$ cat src/hw/isaPkg.sv
`default_nettype none

package isaPkg;

    localparam int unsigned WORD_W      = 32;
    localparam int unsigned IDX_W       = 4;
    localparam int unsigned KIND_W      = 2;
    localparam int unsigned DIR_W       = 2;
    localparam int unsigned OP_W        = 4;
    localparam int unsigned IMM_SHORT_W = 12;
    localparam int unsigned IMM_WIDE_W  = 20;

    localparam logic [IDX_W-1:0] ZERO_IDX = 4'd0;  // hardwired zero
    localparam logic [IDX_W-1:0] PC_IDX   = 4'd15; // program counter

    typedef enum logic [OP_W-1:0] {
        OP_OR   = 4'h0,
        OP_AND  = 4'h1,
        OP_XOR  = 4'h2,
        OP_SRA  = 4'h3,
        OP_ADD  = 4'h4,
        OP_MUL  = 4'h5,
        OP_EQ   = 4'h6,
        OP_LT   = 4'h7,  // signed
        OP_ORN  = 4'h8,
        OP_ANDN = 4'h9,
        OP_PACK = 4'ha,  // a << 12 | b[11:0]
        OP_SRL  = 4'hb,
        OP_SUB  = 4'hc,
        OP_SHL  = 4'hd,
        OP_BTST = 4'he,
        OP_GE   = 4'hf   // signed
    } opcodeE;

    typedef enum logic [KIND_W-1:0] {
        KXY   = 2'b00,   // a=x b=y c=imm
        KXI   = 2'b01,   // a=x b=imm c=y
        KIX   = 2'b10,   // a=imm b=x c=y
        KWIDE = 2'b11    // a=0 b=x c=imm20
    } kindE;

endpackage

`default_nettype wire

$ cat src/hw/corePkg.sv
`default_nettype none

package corePkg;

    typedef enum logic [2:0] {
        EXEC     = 3'd0,
        WAITEXEC = 3'd1,
        ADDR     = 3'd2,
        MEM      = 3'd3,
        WB       = 3'd4,
        FETCH    = 3'd5,
        LATCH    = 3'd6
    } stateE;

    // first instruction fetch address
    localparam logic [isaPkg::WORD_W-1:0] RESET_VECTOR = 32'h0000_0100;

    // start pulse to done, in cycles
    localparam int unsigned EXEC_LAT = 4;

endpackage

`default_nettype wire

$ cat src/hw/coreCtrl.sv
`timescale 1ns/1ps
`default_nettype none

module coreCtrl (
    input  wire                         clk,
    input  wire                         reset,
    input  wire                         isStoreI,
    input  wire                         isLoadI,
    input  wire                         derefRhsI,
    input  wire                         isBranchI,
    input  wire [isaPkg::WORD_W-1:0]    resultI,
    input  wire                         execDoneI,
    input  wire [isaPkg::WORD_W-1:0]    rdZI,
    output logic [isaPkg::WORD_W-1:0]   insnO,
    output logic                        execStartO,
    output logic                        rfWrEnO,
    output logic [isaPkg::WORD_W-1:0]   rfWrDataO,
    output logic [isaPkg::WORD_W-1:0]   nextPcO,
    output logic [isaPkg::WORD_W-1:0]   adrO,
    output logic [isaPkg::WORD_W-1:0]   datO,
    output logic                        wenO,
    output logic                        stbO,
    output logic                        cycO,
    input  wire [isaPkg::WORD_W-1:0]    datI,
    input  wire                         ackI,
    input  wire                         haltI
);

    corePkg::stateE             state;
    logic [isaPkg::WORD_W-1:0]  insnQ;
    logic [isaPkg::WORD_W-1:0]  rhsQ;    // exec result
    logic [isaPkg::WORD_W-1:0]  loadQ;
    logic [isaPkg::WORD_W-1:0]  nextPcQ;
    logic [isaPkg::WORD_W-1:0]  newZ;
    logic                       memAccess;

    assign memAccess = isLoadI | isStoreI;
    assign newZ      = derefRhsI ? loadQ : rhsQ;

    assign insnO      = insnQ;
    assign nextPcO    = nextPcQ;
    assign execStartO = (state == corePkg::EXEC) && !haltI; // single pulse per insn
    assign rfWrEnO    = (state == corePkg::WB) && !isStoreI;
    assign rfWrDataO  = newZ;

    assign stbO = (state == corePkg::FETCH) || (state == corePkg::MEM);
    assign cycO = stbO;
    assign wenO = (state == corePkg::MEM) && isStoreI;
    assign datO = derefRhsI ? rdZI : rhsQ; // stable while insn held

    always_ff @(posedge clk) begin
        if (reset) begin
            state <= corePkg::FETCH;
            adrO  <= corePkg::RESET_VECTOR;
        end else begin
            case (state)
                corePkg::EXEC: begin
                    if (!haltI)
                        state <= corePkg::WAITEXEC;
                end
                corePkg::WAITEXEC: begin
                    if (execDoneI)
                        state <= corePkg::ADDR;
                end
                corePkg::ADDR: begin
                    state <= memAccess ? corePkg::MEM : corePkg::WB;
                    adrO  <= derefRhsI ? rhsQ : rdZI;
                end
                corePkg::MEM: begin
                    if (ackI)
                        state <= corePkg::WB;
                end
                corePkg::WB: begin
                    state <= corePkg::FETCH;
                    adrO  <= isBranchI ? newZ : nextPcQ; // branch on z == pc
                end
                corePkg::FETCH: begin
                    if (ackI)
                        state <= corePkg::LATCH;
                end
                corePkg::LATCH: begin
                    state <= corePkg::EXEC;
                end
                default: begin
                    state <= corePkg::FETCH;
                end
            endcase
        end
    end

    always_ff @(posedge clk) begin
        if (state == corePkg::WAITEXEC && execDoneI)
            rhsQ <= resultI;
        if (state == corePkg::MEM && ackI)
            loadQ <= datI;
        if (state == corePkg::FETCH && ackI)
            insnQ <= datI;
        if (state == corePkg::LATCH)
            nextPcQ <= adrO + 32'd1; // adrO still holds fetch address
    end

endmodule

`default_nettype wire

$ cat src/hw/execUnit.sv
`timescale 1ns/1ps
`default_nettype none

module execUnit (
    input  wire                         clk,
    input  wire                         reset,
    input  wire                         startI,
    input  wire isaPkg::kindE           kindI,
    input  wire isaPkg::opcodeE         opI,
    input  wire [isaPkg::WORD_W-1:0]    xI,
    input  wire [isaPkg::WORD_W-1:0]    yI,
    input  wire [isaPkg::WORD_W-1:0]    immI,
    output logic                        doneO,
    output logic [isaPkg::WORD_W-1:0]   resultO
);

    logic [corePkg::EXEC_LAT-1:0]      startPipe;
    logic [isaPkg::WORD_W-1:0]         routeA;
    logic [isaPkg::WORD_W-1:0]         routeB;
    logic [isaPkg::WORD_W-1:0]         routeC;
    logic signed [isaPkg::WORD_W-1:0]  opA;
    logic signed [isaPkg::WORD_W-1:0]  opB;
    logic [isaPkg::WORD_W-1:0]         opC;
    logic [isaPkg::WORD_W-1:0]         opRes;
    logic [isaPkg::WORD_W-1:0]         opResQ;
    isaPkg::opcodeE                    opQ;

    always_comb begin
        case (kindI)
            isaPkg::KXY: {routeA, routeB, routeC} = {xI, yI, immI};
            isaPkg::KXI: {routeA, routeB, routeC} = {xI, immI, yI};
            isaPkg::KIX: {routeA, routeB, routeC} = {immI, xI, yI};
            default:     {routeA, routeB, routeC} = {{isaPkg::WORD_W{1'b0}}, xI, immI};
        endcase
    end

    always_comb begin
        opRes = '0;
        case (opQ)
            isaPkg::OP_OR:   opRes = opA | opB;
            isaPkg::OP_AND:  opRes = opA & opB;
            isaPkg::OP_XOR:  opRes = opA ^ opB;
            isaPkg::OP_SRA:  opRes = opA >>> opB;
            isaPkg::OP_ADD:  opRes = opA + opB;
            isaPkg::OP_MUL:  opRes = opA * opB;  // low word
            isaPkg::OP_EQ:   opRes = {isaPkg::WORD_W{opA == opB}};
            isaPkg::OP_LT:   opRes = {isaPkg::WORD_W{opA < opB}};
            isaPkg::OP_ORN:  opRes = opA | ~opB;
            isaPkg::OP_ANDN: opRes = opA & ~opB;
            isaPkg::OP_PACK: opRes = {opA[isaPkg::WORD_W-isaPkg::IMM_SHORT_W-1:0],
                                      opB[isaPkg::IMM_SHORT_W-1:0]};
            isaPkg::OP_SRL:  opRes = opA >> opB;
            isaPkg::OP_SUB:  opRes = opA - opB;
            isaPkg::OP_SHL:  opRes = opA << opB;
            isaPkg::OP_BTST: opRes = {isaPkg::WORD_W{|(opA & (32'd1 << opB))}};
            isaPkg::OP_GE:   opRes = {isaPkg::WORD_W{opA >= opB}};
            default:         opRes = '0;
        endcase
    end

    always_ff @(posedge clk) begin
        if (reset)
            startPipe <= '0;
        else
            startPipe <= {startPipe[corePkg::EXEC_LAT-2:0], startI};
    end

    // operand, op and sum stages
    always_ff @(posedge clk) begin
        if (startI) begin
            opA <= routeA;
            opB <= routeB;
            opC <= routeC;
            opQ <= opI;
        end
        if (startPipe[0])
            opResQ <= opRes;
        if (startPipe[1])
            resultO <= opResQ + opC; // held until next start
    end

    assign doneO = startPipe[corePkg::EXEC_LAT-1];

endmodule

`default_nettype wire

$ cat src/hw/insnDecode.sv
`timescale 1ns/1ps
`default_nettype none

module insnDecode (
    input  wire [isaPkg::WORD_W-1:0]    insnI,
    output logic [isaPkg::IDX_W-1:0]    zIdxO,
    output logic [isaPkg::IDX_W-1:0]    xIdxO,
    output logic [isaPkg::IDX_W-1:0]    yIdxO,
    output isaPkg::opcodeE              opO,
    output isaPkg::kindE                kindO,
    output logic [isaPkg::WORD_W-1:0]   immO,
    output logic                        isStoreO,
    output logic                        isLoadO,
    output logic                        derefRhsO,
    output logic                        isBranchO
);

    logic [isaPkg::KIND_W-1:0]     kindBits;
    logic [isaPkg::DIR_W-1:0]      dirBits;
    logic [isaPkg::IMM_WIDE_W-1:0] tail;     // y, op and short imm, or wide imm

    assign {kindBits, dirBits, zIdxO, xIdxO, tail} = insnI;
    assign kindO = isaPkg::kindE'(kindBits);

    always_comb begin
        if (kindO == isaPkg::KWIDE) begin
            yIdxO = isaPkg::ZERO_IDX;
            opO   = isaPkg::OP_OR; // wide form is a plain or
            immO  = {{(isaPkg::WORD_W - isaPkg::IMM_WIDE_W){tail[isaPkg::IMM_WIDE_W-1]}},
                     tail};
        end else begin
            yIdxO = tail[isaPkg::IMM_WIDE_W-1 -: isaPkg::IDX_W];
            opO   = isaPkg::opcodeE'(tail[isaPkg::IMM_SHORT_W +: isaPkg::OP_W]);
            immO  = {{(isaPkg::WORD_W - isaPkg::IMM_SHORT_W){tail[isaPkg::IMM_SHORT_W-1]}},
                     tail[isaPkg::IMM_SHORT_W-1:0]};
        end
    end

    assign isStoreO  = ^dirBits;
    assign isLoadO   = &dirBits;
    assign derefRhsO = dirBits[0]; // memory at result, not at z
    assign isBranchO = (zIdxO == isaPkg::PC_IDX) && !isStoreO;

endmodule

`default_nettype wire

$ cat src/hw/regFile.sv
`timescale 1ns/1ps
`default_nettype none

module regFile (
    input  wire                         clk,
    input  wire                         wrEnI,
    input  wire [isaPkg::IDX_W-1:0]     wrIdxI,
    input  wire [isaPkg::IDX_W-1:0]     rdXIdxI,
    input  wire [isaPkg::IDX_W-1:0]     rdYIdxI,
    input  wire [isaPkg::IDX_W-1:0]     rdZIdxI,
    input  wire [isaPkg::WORD_W-1:0]    wrDataI,
    input  wire [isaPkg::WORD_W-1:0]    nextPcI,
    output logic [isaPkg::WORD_W-1:0]   rdXO,
    output logic [isaPkg::WORD_W-1:0]   rdYO,
    output logic [isaPkg::WORD_W-1:0]   rdZO
);

    logic [isaPkg::WORD_W-1:0] regs [1:14]; // r1..r14 only

    function automatic logic [isaPkg::WORD_W-1:0] readPort(input logic [isaPkg::IDX_W-1:0] idx);
        if (idx == isaPkg::ZERO_IDX)
            return '0;
        else if (idx == isaPkg::PC_IDX)
            return nextPcI; // pc reads as next insn
        else
            return regs[idx];
    endfunction

    always_comb rdXO = readPort(rdXIdxI);
    always_comb rdYO = readPort(rdYIdxI);
    always_comb rdZO = readPort(rdZIdxI);

    always_ff @(posedge clk) begin
        if (wrEnI && wrIdxI != isaPkg::ZERO_IDX && wrIdxI != isaPkg::PC_IDX)
            regs[wrIdxI] <= wrDataI;
    end

endmodule

`default_nettype wire

$ cat src/hw/tinyCore.sv
`timescale 1ns/1ps
`default_nettype none

module tinyCore (
    input  wire                         clk,
    input  wire                         reset,
    output logic [isaPkg::WORD_W-1:0]   adrO,
    input  wire [isaPkg::WORD_W-1:0]    datI,
    output logic [isaPkg::WORD_W-1:0]   datO,
    output logic                        wenO,
    output logic [3:0]                  selO,
    output logic                        stbO,
    input  wire                         ackI,
    input  wire                         errI,
    input  wire                         rtyI,
    output logic                        cycO,
    output logic                        haltO
);

    logic [isaPkg::WORD_W-1:0]  insn;
    logic [isaPkg::IDX_W-1:0]   zIdx;
    logic [isaPkg::IDX_W-1:0]   xIdx;
    logic [isaPkg::IDX_W-1:0]   yIdx;
    isaPkg::opcodeE             op;
    isaPkg::kindE               kind;
    logic [isaPkg::WORD_W-1:0]  imm;
    logic                       isStore;
    logic                       isLoad;
    logic                       derefRhs;
    logic                       isBranch;
    logic [isaPkg::WORD_W-1:0]  rdX;
    logic [isaPkg::WORD_W-1:0]  rdY;
    logic [isaPkg::WORD_W-1:0]  rdZ;
    logic                       execStart;
    logic                       execDone;
    logic [isaPkg::WORD_W-1:0]  result;
    logic                       rfWrEn;
    logic [isaPkg::WORD_W-1:0]  rfWrData;
    logic [isaPkg::WORD_W-1:0]  nextPc;

    assign selO  = 4'hf;        // whole words only
    assign haltO = errI | rtyI;

    insnDecode decode (
        .insnI(insn), .zIdxO(zIdx), .xIdxO(xIdx), .yIdxO(yIdx), .opO(op), .kindO(kind),
        .immO(imm), .isStoreO(isStore), .isLoadO(isLoad), .derefRhsO(derefRhs),
        .isBranchO(isBranch)
    );

    regFile regs (
        .clk(clk), .wrEnI(rfWrEn), .wrIdxI(zIdx), .rdXIdxI(xIdx), .rdYIdxI(yIdx),
        .rdZIdxI(zIdx), .wrDataI(rfWrData), .nextPcI(nextPc),
        .rdXO(rdX), .rdYO(rdY), .rdZO(rdZ)
    );

    execUnit exec (
        .clk(clk), .reset(reset), .startI(execStart), .kindI(kind), .opI(op),
        .xI(rdX), .yI(rdY), .immI(imm), .doneO(execDone), .resultO(result)
    );

    coreCtrl ctrl (
        .clk(clk), .reset(reset), .isStoreI(isStore), .isLoadI(isLoad),
        .derefRhsI(derefRhs), .isBranchI(isBranch), .resultI(result),
        .execDoneI(execDone), .rdZI(rdZ), .insnO(insn), .execStartO(execStart),
        .rfWrEnO(rfWrEn), .rfWrDataO(rfWrData), .nextPcO(nextPc),
        .adrO(adrO), .datO(datO), .wenO(wenO), .stbO(stbO), .cycO(cycO),
        .datI(datI), .ackI(ackI), .haltI(haltO)
    );

endmodule

`default_nettype wire

$ cat config.mk
export PLATFORM = sky130hd
export DESIGN_NAME = tinyCore
export DESIGN_NICKNAME = d
export VERILOG_FILES = /design/src/hw/isaPkg.sv /design/src/hw/corePkg.sv /design/src/hw/coreCtrl.sv /design/src/hw/execUnit.sv /design/src/hw/insnDecode.sv /design/src/hw/regFile.sv /design/src/hw/tinyCore.sv
export SDC_FILE = /design/constraint.sdc
export NUM_CORES = 2
export LEC_CHECK = 0
export ABC_CLOCK_PERIOD_IN_PS = 10700
export BUFFER_PORTS_ARGS = -buffer_cell sky130_fd_sc_hd__buf_2
export CAP_MARGIN = 20
export CORE_UTILIZATION = 48
export CTS_CLUSTER_SIZE = 12
export DETAILED_ROUTE_END_ITERATION = 8
export MAX_ROUTING_LAYER = met4
export PLACE_DENSITY = 0.7
export SYNTH_ARGS = -nofsm -noshare
export SYNTH_HDL_FRONTEND = slang
export SYNTH_SLANG_ARGS = --single-unit
$ cat constraint.sdc
create_clock -name clk -period 10.7 [get_ports clk]
set_input_delay 1.07 -clock clk [delete_from_list [all_inputs] [get_ports clk]]
set_output_delay 1.07 -clock clk [all_outputs]
set_load 0.005 [all_outputs]
==> reports/results.ini <==
[yosys]
synth_common_cells=edfxtp_1, nand2_1, inv_1
synth_most_common_cell=edfxtp_1
syn-cell-area_um2=67120
netlist_instances=6596
synth.area.mux_share=0.1148
yosys_most_used_dff=edfxtp_1
async_flop_share=0
synth_area_leaders=edfxtp_1, fa_1, mux4_2
ys_seq_area_frac=0.3451
ys_warn_count=0
synth_area_per_cell_um2=10.18
synth_top_family_by_area=adder cells
ys_ff_latch=787
synth_edf_count=740
ys_types=98
synth_compound_area_frac=0.1520
synth_simple_gate_area_share=0.1304
synth_xor_area_frac=0.02753
synth.top_cell.area_share=0.3311
synthAdderAreaFrac=0.1692
synth_top_area_cell=edfxtp_1

[grt]
antenna_found_initial=15
grt_start_max_net_pins=120
grt_pass1_vias=55380
grt_pass1_wl_um=376300
grt_overflow_total=0
track_usage=0.3748

[timing]
fin_ws_ns=2.149
setup_viol=0
fin_crit_sh=0.7992
timing.fmax_mhz=116.9
slew_headroom=0.04842
rsz0062_at_grt=no
timing.setup.tns_ns=0
tightest_slew_ns=1.424
drv_slew=0
hold_violations=0
holdWs_ns=0.4179
skew_ns=0.03520
fin_crit_ns=8.551

[placed_design]
pre_cts_slack_ns=2.258
place_congestion=1.078
place_area_um2=69450
dp_hpwl_um=180300
dp.cells=8212
io_buffers=104

[drt]
wl_per_cell_um=31.07
postRouteAntennaNets=0
via_count=56080
route.detailed.drc=0
drt_iter0_drc=7532
vias_per_cell=6.696
wl_um=260200
drt_first_pass_iters=8

[final_layout]
fin_area_um2=72230
syn_to_final_growth_pct=7.611
multi_input_area_um2=40110
nFillCells=12280
fin_util=0.5228
final_nets=7137
drive_above_1_share=0.1155
register_area_um2=23190
stdcell_count=8375

[critical_path]
start_kind=flop
cp_max_fo=52
r2r_end=exec.opResQ[30]
cp-end-kind=flop
ff2ff_setup_slack_ns=2.15
path_class=reg2reg
required_ns=11.12
r2r_cells=23
worstPathArrival_ns=8.97
r2r-start=exec.opB[0]

[status]
outcome=complete, no violations

[clock_network]
clk_pin_slew_worst_paths_ns=0.08
clock_path_buffers=3
cts_buffers=86
ctsRootBufferMaster=clkbuf_16
h-tree-depth=3
cts_resized=0
cts.sinks=787
cts_hold_buf=0
cts_tree=done
cts_setup_buffers=0
clk_latency_ns=0.69

[die]
die_w_um=376.0
io_pins=109
die_area_um2=141300
die_h_um=376.0
row_count=136
start_util=0.4858
coreArea_um2=138200

[hold_path]
min_path_cells=0
min_to=ctrl.rhsQ[22]
holdCritPathClass=reg2reg
hp-start=exec.resultO[22]

[power]
irDropWorstVdd_mv=0.1544
power_leakage_nw=28.40
power_mw=8.800
p_per_area_nw_per_um2=121.8

[run]
drv_cap=0

==> layout by cell type (no fill, tap or decap), types with 250 or more instances in the layout <==
cell / netlist / routed
o21ai_0: 293 / 292
ha_1: 250 / 250
a21oi_1: 345 / 345
fa_1: 411 / 411
nand2_1: 620 / 620
edfxtp_1: 740 / 740
and2_1: 326 / 325
mux2i_1: 292 / 292
inv_1: 504 / 502
nor2_1: 466 / 446
==> worst max-delay path, stage by stage, from the launching register on <==
cell,delay [ns]
edfxtp_1,0.76
buf_4,0.73
and2_1,0.26
ha_1,0.26
fa_1,0.54
inv_1,0.05
fa_1,0.48
fa_1,0.57
inv_1,0.06
fa_1,0.50
fa_1,0.59
fa_1,0.44
fa_1,0.46
ha_1,0.39
a21o_1,0.15
a21oi_1,0.08
and3_1,0.16
a22o_1,0.21
a211oi_1,0.47
o21ai_0,0.26
a21boi_0,0.28
mux2i_1,0.25
and3_1,0.18
a31oi_1,0.08
==> worst max path at each step <==
stage / cells past startpoint / end / from
after CTS: 23 / exec.opResQ[30] / exec.opB[0]
after floorplan: 30 / exec.opResQ[30] / exec.opB[2]
final: 23 / exec.opResQ[30] / exec.opB[0]
after global routing: 23 / exec.opResQ[30] / exec.opB[0]
after global placement: 24 / exec.opResQ[21] / exec.opA[9]
after detailed placement: 23 / exec.opResQ[30] / exec.opB[0]
==> logic make-up after synthesis <==
kind of cell             count (synthesis)
AND/OR/NAND/NOR                       1855
other                                    1
flip-flops                             787
multiplexers                           515
XOR/XNOR                               211
AO/OA/AOI/OAI                         1523
buffers and inverters                 1043
adder cells (fa/ha/maj)                661
==> final cells by class <==
| class | instances | area share |
|---|---|---|
| Multi-Input combinational cell | 4769 | 0.5553 |
| Sequential cell | 787 | 0.3210 |
| Clock buffer | 113 | 0.03232 |
| Tap cell | 1863 | 0.03227 |
| Inverter | 512 | 0.02661 |
| Timing Repair Buffer | 283 | 0.02635 |
| Clock inverter | 37 | 0.005734 |
| Antenna cell | 11 | 0.0003811 |
==> power breakdown <==
group | internal (mW) | total, mW | switching, mW
Combinational | 0.829 | 2.22 | 1.40
Clock | 1.69 | 3.00 | 1.31
Sequential | 3.45 | 3.58 | 0.129
==> state kept, by name, indices dropped and copies added, names as in the netlist, named ones only <==
register	count
exec.opC	32
exec.opQ	4
exec.startPipe	4
ctrl.nextPcO	32
ctrl.adrO	32
exec.resultO	32
ctrl.state	3
ctrl.rhsQ	32
regs.regs	448
exec.opResQ	32
ctrl.insnO	32
ctrl.loadQ	32
exec.opB	32
exec.opA	32
==> layer usage <==
| layer | up-vias | share of wire | track usage |
|---|---|---|---|
| met3 | 1009 | 0.12 | 0.08105 |
| met2 | 4030 | 0.45 | 0.5625 |
| met5 | - | 0 | - |
| met1 | 27720 | 0.36 | 0.4643 |
| li1 | 23320 | - | - |
| met4 | 0 | 0.071 | 0.2266 |
Note: power is estimated with default switching activity, not from simulation.
